===== src/rtl/mem_pipe_defines.svh =====
`ifndef MEM_PIPE_DEFINES_SVH
`define MEM_PIPE_DEFINES_SVH

// data SRAM geometry
`define DSRAM_AW 8                     // word address bits
`define DSRAM_DEPTH (1 << `DSRAM_AW)   // 256 words

// data TLB
`define TLB_ENTRIES 4
`define TLB_IDX_W 2                    // index into the entry array

// all exceptions vector here, eret goes back to EPC
`define EXC_VECTOR 32'hBFC0_0380

`endif

===== src/rtl/mem_pipe_pkg.sv =====
package mem_pipe_pkg;

    // memory stage operations
    typedef enum logic [3:0] {
        op_none = 4'd0,
        op_lb   = 4'd1,
        op_lbu  = 4'd2,
        op_lh   = 4'd3,
        op_lhu  = 4'd4,
        op_lw   = 4'd5,
        op_sb   = 4'd6,
        op_sh   = 4'd7,
        op_sw   = 4'd8,
        op_eret = 4'd9
    } mem_op_e;

    // MIPS Cause.ExcCode numbering
    typedef enum logic [4:0] {
        exc_none = 5'd0,
        exc_mod  = 5'd1,   // store to clean page
        exc_tlbl = 5'd2,   // load miss / invalid
        exc_tlbs = 5'd3,   // store miss / invalid
        exc_adel = 5'd4,
        exc_ades = 5'd5,
        exc_ri   = 5'd10   // carried from execute
    } exc_code_e;

endpackage


===== src/rtl/ms_stage.sv =====
`timescale 1ns/1ps

module ms_stage (
    input  logic                    clk,
    input  logic                    reset,
    input  logic                    m1_valid,
    input  mem_pipe_pkg::mem_op_e   m1_op,
    input  logic [31:0]             m1_pc,
    input  logic [1:0]              m1_offset,
    input  mem_pipe_pkg::exc_code_e m1_code,
    input  logic                    m1_ex,
    input  logic [31:0]             sram_rdata,
    input  logic                    out_ready,
    output logic                    ms_allowin,
    output logic                    out_valid,
    output logic [31:0]             out_pc,
    output mem_pipe_pkg::mem_op_e   out_op,
    output logic [31:0]             out_data,
    output mem_pipe_pkg::exc_code_e out_exccode,
    output logic                    out_ex
);
    import mem_pipe_pkg::*;

    logic        ms_valid;
    logic        ms_fresh;
    logic [1:0]  ms_offset;
    logic [31:0] rdata_q;
    logic [31:0] raw;
    logic [7:0]  ld_byte;
    logic [15:0] ld_half;

    assign ms_allowin = ~ms_valid | out_ready;
    assign out_valid  = ms_valid;

    always_ff @(posedge clk) begin
        if (reset) begin
            ms_valid <= 1'b0;
            ms_fresh <= 1'b0;
        end else begin
            if (ms_allowin) begin
                ms_valid <= m1_valid;
            end
            ms_fresh <= m1_valid & ms_allowin;     // first cycle after entry
        end
    end

    always_ff @(posedge clk) begin
        if (m1_valid && ms_allowin) begin
            out_op      <= m1_op;
            out_pc      <= m1_pc;
            ms_offset   <= m1_offset;
            out_exccode <= m1_code;
            out_ex      <= m1_ex;
        end
        if (ms_fresh) begin
            rdata_q <= sram_rdata;                 // keep data over a stall
        end
    end

    assign raw     = ms_fresh ? sram_rdata : rdata_q;
    assign ld_byte = raw[{ms_offset, 3'b000} +: 8];
    assign ld_half = ms_offset[1] ? raw[31:16] : raw[15:0];

    always_comb begin
        case (out_ex ? op_none : out_op)
            op_lb:   out_data = {{24{ld_byte[7]}}, ld_byte};
            op_lbu:  out_data = {24'd0, ld_byte};
            op_lh:   out_data = {{16{ld_half[15]}}, ld_half};
            op_lhu:  out_data = {16'd0, ld_half};
            op_lw:   out_data = raw;
            default: out_data = '0;                // stores, eret, faults
        endcase
    end

endmodule


===== config.mk =====
export PLATFORM = sky130hd
export DESIGN_NAME = ms_stage
export DESIGN_NICKNAME = d
export VERILOG_FILES = /design/src/rtl/mem_pipe_defines.svh /design/src/rtl/mem_pipe_pkg.sv /design/src/rtl/ms_stage.sv
export SDC_FILE = /design/constraint.sdc
export NUM_CORES = 1
export LEC_CHECK = 0
export BUFFER_PORTS_ARGS = -buffer_cell sky130_fd_sc_hd__buf_2
export CAP_MARGIN = 10
export CELL_PAD_IN_SITES_DETAIL_PLACEMENT = 1
export CELL_PAD_IN_SITES_GLOBAL_PLACEMENT = 2
export CORE_ASPECT_RATIO = 1.4
export CORE_UTILIZATION = 31
export CTS_BUF_LIST = sky130_fd_sc_hd__clkbuf_2
export DETAILED_ROUTE_END_ITERATION = 6
export GPL_TIMING_DRIVEN = 0
export PLACE_DENSITY_LB_ADDON = 0.1
export SYNTH_ARGS = -nofsm -noshare
export SYNTH_HDL_FRONTEND = slang
export SYNTH_SLANG_ARGS = --single-unit

===== constraint.sdc =====
create_clock -name clk -period 2.98 [get_ports clk]
set_input_delay 0.596 -clock clk [delete_from_list [all_inputs] [get_ports clk]]
set_output_delay 0.596 -clock clk [all_outputs]
set_load 0.05 [all_outputs]

# After elaboration in Yosys (flattened, before gate mapping)
# Cells that the tools add are included.
# totals
ff_bits,78
inputBits,80
elab_cells,22
# classes
eq_ne,5
shifts,1
mux,4
bitwise_logic,3
n_reduce_logical,1
# ops
cell,n
32-bit one-hot mux with 5 select lines,1
32-bit two-way mux,1
32-bit by 6-bit variable part select with 8-bit output,1
16-bit two-way mux,1
"4-bit by 2-bit == test with 1-bit output, second input constant",2
"4-bit by 3-bit == test with 1-bit output, second input constant",2
"4-bit by 1-bit == test with 1-bit output, second input constant",1
4-bit two-way mux,1
1-bit AND,1
1-bit logical AND,1
1-bit NOT,1
1-bit OR,1

# Longest topological paths before layout
# Gate-level depths: netlist of the first run.
# depth
depth_word,3
depth_mapped,6
mapped_depth_nobuf,4

# Worst setup path after synthesis of the first run
# OpenSTA, ideal clock, no wires.
# synth_path
kind,register -> output
from,register out_ex
to,output port out_data[18]
t_arrival_ps,2512
slack_ps,-128
path_stages_with_launch,5
n_path_buf,1
cell_sequence,edfxtp_1 > nor2_1 > nand3_1 > clkbuf_1 > o21ai_0
# synth_via
elab_chain_len,3
# synth_lines
element,line_no,rtl
start: declaration,ms_stage.sv:20,output logic out_ex
start signal: assignment,ms_stage.sv:53,out_ex <= m1_ex;
4-bit two-way mux *,ms_stage.sv:65,case (out_ex ? op_none : out_op)
4-bit by 3-bit == test with 1-bit output (tied with other cells),ms_stage.sv:65,
32-bit one-hot mux with 5 select lines *,ms_stage.sv:65,
end: declaration,ms_stage.sv:18,"output logic [31:0] out_data,"
# Every way passes the cells marked *; elsewhere a longest branch is shown, timed or not.

# Worst setup path in the final report of the first run
# layout_path
from,register out_op[1]
to,output port out_data[1]
# layout_via
elab_chain_len,3
# layout_lines
element,line_no,rtl
start: declaration,ms_stage.sv:17,"output mem_pipe_pkg::mem_op_e out_op,"
start signal: assignment,ms_stage.sv:49,out_op <= m1_op;
4-bit two-way mux *,ms_stage.sv:65,
4-bit by 3-bit == test with 1-bit output (tied with other cells),ms_stage.sv:65,
32-bit one-hot mux with 5 select lines *,ms_stage.sv:65,
# Marks and branches as above.

==> reports/metrics.csv, run 1 <==
metric,value,unit
setup ws final,-0.0449,ns
mapped cell area,3170,µm²
DP Area,4180,µm²
CP peak stage delay,0.46,ns
Synth-to-Final Area Change,57.9,%
initial antenna violation count,0,
met1 Use GR,18.4,%
final core occ,50.4,%
hold_ws,0.167,ns
remaining global-route overflow,0,
Async SR Flop Fraction,0,%
ratio of cells with drive above 1 in the final layout,63.3,%
status,"finished, violations left",
# Max-Cap Violations,0,
Final Hold Fails,0,
Cell variety after synth,37,
Final Max Tran Viols,0,
Starting Density,31.9,%
# fillers,1093,
Root Driver,clkbuf_2,
Port-buffer cells,155,
CTS Buf Count,9,
CTS tree,done,
total power per unit cell area,527,nW/µm²
GRT Util Overall,18.2,%
Die X,87.5,µm
DRT Pass-1 Iters,6,
Vias/cell,4.73,
Clock Path Buffers,2,
clk_lat worst skew,0.58,ns
routed vias,2672,
cell count after placement,533,
critical path endpoint category,output port,
Seq cells post-synth,78,
DRT iter0 DRCs,57,
Setup CP Type,flop to output port,
failing checks,negative setup slack,
RSZ-0062 raised after global routing,true,
"critical path, cell by cell",buf_6 -> or3b_4 -> o211ai_1 -> buf_4 -> buf_6 -> nand4_1 -> o211ai_1 -> buf_4,
worst path required time,2.38,ns
Residual DRC,0,
hold buffers post-CTS,0,
startpoint types,flop,
largest net degree at the start of global routing,37,
met2 GRT Util,33.6,%
Core Area,9950,µm²
Max Freq,331,MHz
Leakage,2.17,nW
Syn Inst Count,242,
Worst-Margin Slew,0.554,ns
Final Net Count,505,
"commonest non-fill, non-tap cell in the layout",buf_2,
GP Congestion,0.731,
antenna diode count,0,
Slowest cell on crit path,edfxtp_1,
met3 Use GR,6.30,%
CTS sink count,78,
Setup-failing EPs final,3,
detailed placement HPWL,6840,µm
final worst-path cycle share,102,%
DRT antenna net count,0,
Post-synth EDFFs,44,
H-tree levels,3,
Die Y,122,µm
Slew headroom,63.1,%
first-pass GRT wire length,14100,µm
clk slew on worst S/H paths,0.25,ns
minimum clock period,3.02,ns
worst vdd ir,0.000407,V
vias in the first global route,2923,
Tightest Hold Check Type,input port to flop,
"Top FF cell, synth",edfxtp_1,
synth warn,0,
worst-path fanout max,5,
Clock Skews,0.0191,ns
io pins,156,
Worst EP arrival,2.43,ns
Post-Place Worst Slack,0.0424,ns
syn nets,322,
Core Rows,43,
most frequent cells in the layout,"buf_2, edfxtp_1, dfxtp_1, buf_6, inv_1",
sequential fraction of the synthesis area,63.1,%
fin cells,565,
busiest grt layer,met2,
Post-Route WL,9390,µm
syn avg cell area,13.1,µm²
Die ar.,10700,µm²
R2R setup slack,1.41,ns
WL/cell,16.6,µm
design area,5010,µm²
-- cells by family after synthesis --
group,synth area share [%]
XOR/XNOR,0.276
flip-flops,63.1
AND/OR/NAND/NOR,7.77
AO/OA/AOI/OAI,9.14
buffers and inverters,4.61
multiplexers,15.1
-- metrics by stage --
step / power (mW) / TNS (ns)
2_1_floorplan: 1.73 / -1.00
3_5_place_dp: 1.91 / 0
4_1_cts: 2.63 / -1.19
3_3_place_gp: 1.89 / 0
6_report: 2.64 / -0.0723
5_1_grt: 2.77 / -3.05
-- registers in the layout, indices dropped and copies added (netlist names) --
signal and flops:
ms_offset 2, out_op 4, ms_fresh 1, out_pc 32, out_exccode 5, rdata_q 32
out_valid 1, out_ex 1
-- cell usage after synthesis (5+ instances only) --
cell type	count	area share, %
mux2_2	14	5.0
edfxtp_1	44	42
nand2_1	21	2.5
o221ai_1	12	3.3
mux4_2	5	3.5
buf_2	6	0.95
clkbuf_1	5	0.59
dfxtp_1	34	21
inv_1	23	2.7
nor2_1	6	0.71
o21ai_0	9	1.4
a21oi_1	5	0.79
mux2i_1	21	6.6
o211ai_1	5	1.2
-- metal layers --
| metal | up-vias | wire (µm) |
|---|---|---|
| li1 | 1259 | - |
| met1 | 1293 | 3320 |
| met2 | 110 | 5250 |
| met3 | 10 | 687 |
| met4 | 0 | 125 |
| met5 | - | 0 |
-- cell type report --
type | count | area [µm²] | area share, %
Buffer | 8 | 70.1 | 1.40
Timing Repair Buffer | 176 | 1180 | 23.6
Multi-Input combinational cell | 129 | 1370 | 27.3
Inverter | 23 | 86.3 | 1.72
Clock buffer | 9 | 45.0 | 0.899
Tap cell | 135 | 169 | 3.37
Sequential cell | 78 | 2010 | 40.0
Clock inverter | 7 | 86.3 | 1.72
-- worst max-delay path, delay by kind of cell, from the launching register on --
family	cells	cell delay [ns]
buffers and inverters	4	0.65
and+or+nand+nor	2	0.47
DFF	1	0.46
AOI/OAI and AO/OA	2	0.27
-- final timing paths --
kind / from / end / cells past startpoint
max: out_op[1] / out_data[1] / 8
min: m1_pc[24] / out_pc[24] / 1
max reg2reg: ms_fresh / rdata_q[26] / 5
min reg2reg: rdata_q[1] / rdata_q[1] / 2
-- report_power, final --
part	switching (mW)	total, mW	leakage, nW	internal, mW
Combinational	0.445	0.707	1.38	0.262
Sequential	0.0402	1.30	0.713	1.26
Clock	0.422	0.635	0.0769	0.213
Total	0.908	2.64	2.17	1.73
-- what timing repair did --
action | CTS | global route
buffers inserted | 13 | 5
resized for setup | 111 | 45
pin swaps | 10 | 10
gates cloned | 2 | 0
setup endpoints to repair | 32 | 32
No activity file was read; power rests on OpenSTA's default activity.
==> run 2, diff against run 1 <==
--- a/config.mk
+++ b/config.mk
@@ -10,7 +10,7 @@
 export CELL_PAD_IN_SITES_DETAIL_PLACEMENT = 1
 export CELL_PAD_IN_SITES_GLOBAL_PLACEMENT = 2
 export CORE_ASPECT_RATIO = 1.4
-export CORE_UTILIZATION = 31
+export CORE_UTILIZATION = 26
 export CTS_BUF_LIST = sky130_fd_sc_hd__clkbuf_2
 export DETAILED_ROUTE_END_ITERATION = 6
 export GPL_TIMING_DRIVEN = 0
==> constraint.sdc (replaced) <==
create_clock -name clk -period 2.6 [get_ports clk]
set_input_delay 0.52 -clock clk [delete_from_list [all_inputs] [get_ports clk]]
set_output_delay 0.52 -clock clk [all_outputs]
set_load 0.05 [all_outputs]
==> run 2 against run 1 <==
Compared with the run above: the run still ends with negative setup slack left; worst setup slack got worse by 0.29 ns; highest routed layer unchanged; clock skew increased by 0.0037 ns; register-to-register slack got worse by 0.34 ns; non-clock buffer count increased by 10; largest cell class unchanged.
==> reports/metrics.csv, run 2 (synthesized netlist as in run 1, its figures left out) <==
metric,value,unit,change
Vias/cell,4.52,,-4.5%
Core Rows,47,,+9.3%
Top Registers,"out_pc: 32 flops, rdata_q: 32 flops, out_exccode: 5 flops",,
cell count after placement,545,,+2.3%
worst path required time,2.08,ns,-0.30 ns
Final Max Tran Viols,0,,unchanged
hold_ws,0.122,ns,-0.0452 ns
minimum clock period,2.94,ns,
"commonest non-fill, non-tap cell in the layout",buf_2,,
Final Net Count,515,,+2.0%
fin cells,588,,+4.1%
Slew headroom,60.7,%,-2.4 points
CTS tree,done,,
worst vdd ir,0.000319,V,-22%
largest net degree at the start of global routing,41,,+11%
Final Hold Fails,0,,unchanged
Synth-to-Final Area Change,63.0,%,
clk slew on worst S/H paths,0.22,ns,-0.03 ns
Slowest cell on crit path,or4_4,,
Tightest Hold Check Type,input port to flop,,
worst-path fanout max,8,,+3
Die ar.,12700,µm²,+19%
R2R depth,4,,-1
most frequent cells in the layout,"buf_2, edfxtp_1, dfxtp_1, buf_6, buf_4",,
setup TNS,-7.39,ns,-7.32 ns
# Max-Cap Violations,0,,unchanged
Port-buffer cells,155,,unchanged
final worst-path cycle share,113,%,
H-tree levels,3,,unchanged
Die X,95.4,µm,+9.0%
WL/cell,16.6,µm,-0.33%
Setup CP Type,flop to output port,,
RSZ-0062 raised after global routing,true,,
ratio of cells with drive above 1 in the final layout,64.8,%,+1.5 points
Clock Path Buffers,2,,unchanged
DRT antenna net count,0,,unchanged
Setup-failing EPs final,32,,+29
Die Y,133,µm,+9.0%
first-pass GRT wire length,14900,µm,+5.6%
clk_lat worst skew,0.53,ns,-0.05 ns
Leakage,2.25,nW,+3.5%
Psw,1.03,mW,+13%
Hold Path Cell Cnt,2,,+1
setup ws final,-0.337,ns,-0.292 ns
detailed placement HPWL,7200,µm,+5.2%
Seq pwr share,49.5,%,+0.4 points
DP Area,4380,µm²,+4.9%
CP peak stage delay,0.55,ns,+0.09 ns
status,"finished, violations left",,
Worst EP arrival,2.42,ns,about the same
DRT iter0 DRCs,45,,-21%
Core Area,11900,µm²,+19%
GP Congestion,0.683,,-6.7%
"critical path, cell by cell",mux4_2 -> mux2i_2 -> or4_4 -> buf_12 -> o221ai_4 -> buf_6,,
total power,3.02,mW,+14%
CTS Buf Count,9,,unchanged
Worst-Margin Slew,0.587,ns,+0.0336 ns
Clk pwr share,22.4,%,-1.7 points
Starting Density,26.7,%,-5.2 points
startpoint types,flop,,
critical path endpoint category,output port,,
Root Driver,clkbuf_2,,
DRT Pass-1 Iters,3,,-3
Post-Route WL,9740,µm,+3.7%
failing checks,negative setup slack,,
GRT Util Overall,16.1,%,-2.1 points
design area,5170,µm²,+3.2%
final core occ,43.6,%,-6.8 points
routed vias,2657,,-0.56%
switching part of the total power,34.0,%,-0.40 points
Residual DRC,0,,unchanged
remaining global-route overflow,0,,unchanged
total power per unit cell area,584,nW/µm²,+11%
CTS sink count,78,,unchanged
Logic pwr share,28.1,%,+1.3 points
vias in the first global route,2906,,-0.58%
Clock Skews,0.0228,ns,+0.00372 ns
Max Freq,340,MHz,
io pins,156,,unchanged
initial antenna violation count,1,,+1
Int Pwr,2.00,mW,+15%
Post-Place Worst Slack,-0.219,ns,-0.261 ns
-- run 2: final timing paths --
check	from	to	slack [ns]
worst max-delay path	ms_fresh	out_data[14]	-0.34
worst min-delay path	reset	ms_fresh	0.12
worst min register to register	rdata_q[0]	rdata_q[0]	0.51
worst max register to register	ms_fresh	rdata_q[27]	1.07
-- run 2: power groups by stage --
stage	Combinational [mW]	Sequential, mW	Clock (mW)
2_1_floorplan	0.384	1.64	0
3_3_place_gp	0.707	1.51	0
3_5_place_dp	0.723	1.51	0
4_1_cts	0.822	1.49	0.715
5_1_grt	0.907	1.51	0.753
6_report	0.851	1.49	0.677
-- run 2: cell type report --
| class | count | area [µm²] |
|---|---|---|
| Clock buffer | 10 | 50.0 |
| Timing Repair Buffer | 184 | 1240 |
| Sequential cell | 78 | 2010 |
| Clock inverter | 6 | 61.3 |
| Tap cell | 147 | 184 |
| Inverter | 23 | 86.3 |
| Buffer | 10 | 97.6 |
| Fill cell | 1307 | 6700 |
| Multi-Input combinational cell | 129 | 1440 |
| Antenna cell | 1 | 2.50 |
-- run 2: critical path, delay by kind of cell, from the launching register on --
family / cells / cell delay (ns)
simple gates: 1 / 0.55
buf+inv: 2 / 0.36
compound gates: 1 / 0.06
mux: 2 / 0.48
flops: 1 / 0.43
-- run 2: routing by layer --
metal	track usage (%)	routed length [µm]	up-vias
met4	6.72	147	0
met1	17.4	3600	1267
met3	5.34	766	11
met5	0	0	-
met2	28.2	5220	101
li1	-	-	1278
-- run 2: repair_timing --
| item | 4_1_cts | 5_1_grt |
|---|---|---|
| setup buffers | 16 | 12 |
| endpoints found under the hold margin | 0 | 0 |
| endpoints found under the setup margin | 32 | 32 |
| pin swaps | 8 | 12 |
| cloned | 0 | 0 |
| gates resized for setup | 117 | 18 |
| hold buffers | 0 | 0 |
==> run 3, diff against run 2 <==
--- a/config.mk
+++ b/config.mk
@@ -14,7 +14,7 @@
 export CTS_BUF_LIST = sky130_fd_sc_hd__clkbuf_2
 export DETAILED_ROUTE_END_ITERATION = 6
 export GPL_TIMING_DRIVEN = 0
-export PLACE_DENSITY_LB_ADDON = 0.1
+export PLACE_DENSITY = 0.9
 export SYNTH_ARGS = -nofsm -noshare
 export SYNTH_HDL_FRONTEND = slang
 export SYNTH_SLANG_ARGS = --single-unit
==> run 3 against run 2 <==
Compared with the run above: final area decreased by 2.5%; sequential share of layout area increased by 0.94 points; register-to-register slack got worse by 0.16 ns; the run still ends with negative setup slack left; sequential power about the same; critical endpoint is now out_data[3]; cell count decreased by 2.6%; first-iteration DRC count increased by 130%; maximum frequency decreased by 2.3%; clock power increased by 12%; worst setup slack got worse by 0.070 ns; non-clock buffer count decreased by 15.
==> reports/metrics.csv, run 3 (synthesized netlist as in run 1, its figures left out) <==
metric,value,unit,change
status,"finished, violations left",,
failing checks,negative setup slack,,
critical path endpoint category,output port,,
Final Net Count,500,,-2.9%
CTS sink count,78,,unchanged
most frequent cells in the layout,"buf_2, edfxtp_1, dfxtp_1, buf_6, inv_1",,
Worst EP arrival,2.49,ns,+0.07 ns
routed vias,2686,,+1.1%
Setup CP Type,flop to output port,,
hold buffers post-CTS,0,,unchanged
Final Max Tran Viols,0,,unchanged
Post-Place Worst Slack,-0.167,ns,+0.0518 ns
Hold Path Cell Cnt,1,,-1
Hold Crit Start,m1_op[0],,
Logic pwr share,26.8,%,-1.3 points
Vias/cell,4.69,,+3.7%
Clock Skews,0.0263,ns,+0.00344 ns
detailed placement HPWL,8090,µm,+12%
Int Pwr,2.07,mW,+3.6%
Clk pwr share,24.6,%,+2.2 points
Die X,95.4,µm,unchanged
final core occ,42.5,%,-1.1 points
initial antenna violation count,1,,unchanged
worst path required time,2.08,ns,about the same
remaining global-route overflow,0,,unchanged
# Max-Cap Violations,0,,unchanged
GP Congestion,0.770,,+13%
final worst-path cycle share,116,%,+2.7 points
startpoint types,flop,,
total power per unit cell area,610,nW/µm²,+4.5%
DRT iter0 DRCs,102,,+130%
Psw,1.01,mW,-1.5%
first-pass GRT wire length,16200,µm,+8.4%
Tightest Hold Check Type,input port to flop,,
Starting Density,26.7,%,unchanged
Seq pwr share,48.7,%,-0.8 points
setup ws final,-0.407,ns,-0.0698 ns
Post-Route WL,10800,µm,+11%
Port-buffer cells,155,,unchanged
Max Freq,333,MHz,-2.3%
CTS Buf Count,9,,unchanged
largest net degree at the start of global routing,46,,+12%
Synth-to-Final Area Change,59.0,%,
io pins,156,,unchanged
worst vdd ir,0.000473,V,+48%
ratio of cells with drive above 1 in the final layout,63.1,%,-1.7 points
DRT Pass-1 Iters,4,,+1
clk_lat worst skew,0.55,ns,+0.02 ns
Die ar.,12700,µm²,unchanged
Leakage,2.16,nW,-3.9%
WL/cell,18.9,µm,+14%
switching part of the total power,32.9,%,-1.1 points
clk slew on worst S/H paths,0.23,ns,about the same
H-tree levels,3,,unchanged
CTS tree,done,,
Clock Path Buffers,2,,unchanged
Core Area,11900,µm²,unchanged
Worst-Margin Slew,0.967,ns,+0.379 ns
minimum clock period,3.01,ns,+0.0698 ns
Final Hold Fails,0,,unchanged
# fillers,1324,,+1.3%
GRT Util Overall,17.7,%,+1.6 points
Root Driver,clkbuf_2,,
DRT antenna net count,0,,unchanged
Reg-to-Reg Start,ms_fresh,,
Slew headroom,35.5,%,-25 points
CP Launch Point,out_op[1],,
RSZ-0062 raised after global routing,true,,
R2R depth,5,,+1
Core Rows,47,,unchanged
hold_ws,0.128,ns,+0.00632 ns
vias in the first global route,3086,,+6.2%
setup TNS,-11.21,ns,-3.83 ns
Residual DRC,0,,unchanged
Die Y,133,µm,unchanged
Top Registers,"out_pc: 32 flops, rdata_q: 32 flops, out_exccode: 5 flops",,
"commonest non-fill, non-tap cell in the layout",buf_2,,
worst-path fanout max,7,,-1
Setup-failing EPs final,32,,unchanged
## run 3: cell types whose count changed in the layout (fill, tap and decap cells not counted), moves of 2 or more
cell | previous run | this run
nand2_4 | 3 | 5
buf_2 | 123 | 126
buf_8 | 7 | 5
buf_4 | 28 | 13
buf_12 | 3 | 1
nand2_2 | 3 | 1
mux2i_4 | 4 | 2
o21ai_1 | 1 | 3
clkbuf_2 | 11 | 13
o21ai_2 | 11 | 6
o21ai_4 | 1 | 4
## run 3: final timing paths
check,end,slack (ns)
worst min register to register,rdata_q[1],0.50
worst max register to register,rdata_q[26],0.91
worst max-delay path,out_data[3],-0.41
worst min-delay path,out_op[0],0.13
## run 3: power by group through the flow
stage | sequential (mW) | clock, mW | combinational (mW)
after floorplan | 1.64 | 0 | 0.384
after global placement | 1.51 | 0 | 0.697
after detailed placement | 1.52 | 0 | 0.717
after CTS | 1.50 | 0.776 | 0.786
after global routing | 1.51 | 0.811 | 0.872
final | 1.50 | 0.757 | 0.824
## run 3: final cells by class
type                       count  area, µm²  area share, %
timing repair buffer         168       1110           22.0
clock inverter                 4       73.8           1.46
tap                          147        184           3.64
buffer                        11       96.3           1.91
antenna                        1       2.50         0.0496
inverter                      23       86.3           1.71
sequential                    78       2000           39.7
multi-input combinational    129       1430           28.4
clock buffer                  12       60.1           1.19
## run 3: layer usage
| layer | wire length (µm) | track usage (%) | part of all wire, % |
|---|---|---|---|
| met1 | 3810 | 17.8 | 35 |
| met2 | 5840 | 32.2 | 54 |
| met5 | 0 | 0 | 0 |
| met4 | 177 | 6.97 | 1.6 |
| met3 | 993 | 6.26 | 9.2 |
## run 3: worst max-delay path, stage by stage (launching register included)
cell	delay (ns)
edfxtp_1	0.46
buf_6	0.15
or3b_4	0.39
o211ai_1	0.25
nand3_2	0.24
o221ai_2	0.26
buf_6	0.19
## run 3: timing repair
action	4_1_cts	5_1_grt
gates cloned	1	0
resized for setup	89	35
pin swaps	6	4
buffers inserted	10	2
setup endpoints to repair	32	32
## run 3: per-stage QoR
stage          power (mW)  cells  area, µm²
6_report             3.08    573       5050
3_3_place_gp         2.21    544       4360
4_1_cts              3.06    570       4880
2_1_floorplan        2.03    242       3400
3_5_place_dp         2.24    544       4360
5_1_grt              3.20    573       5050
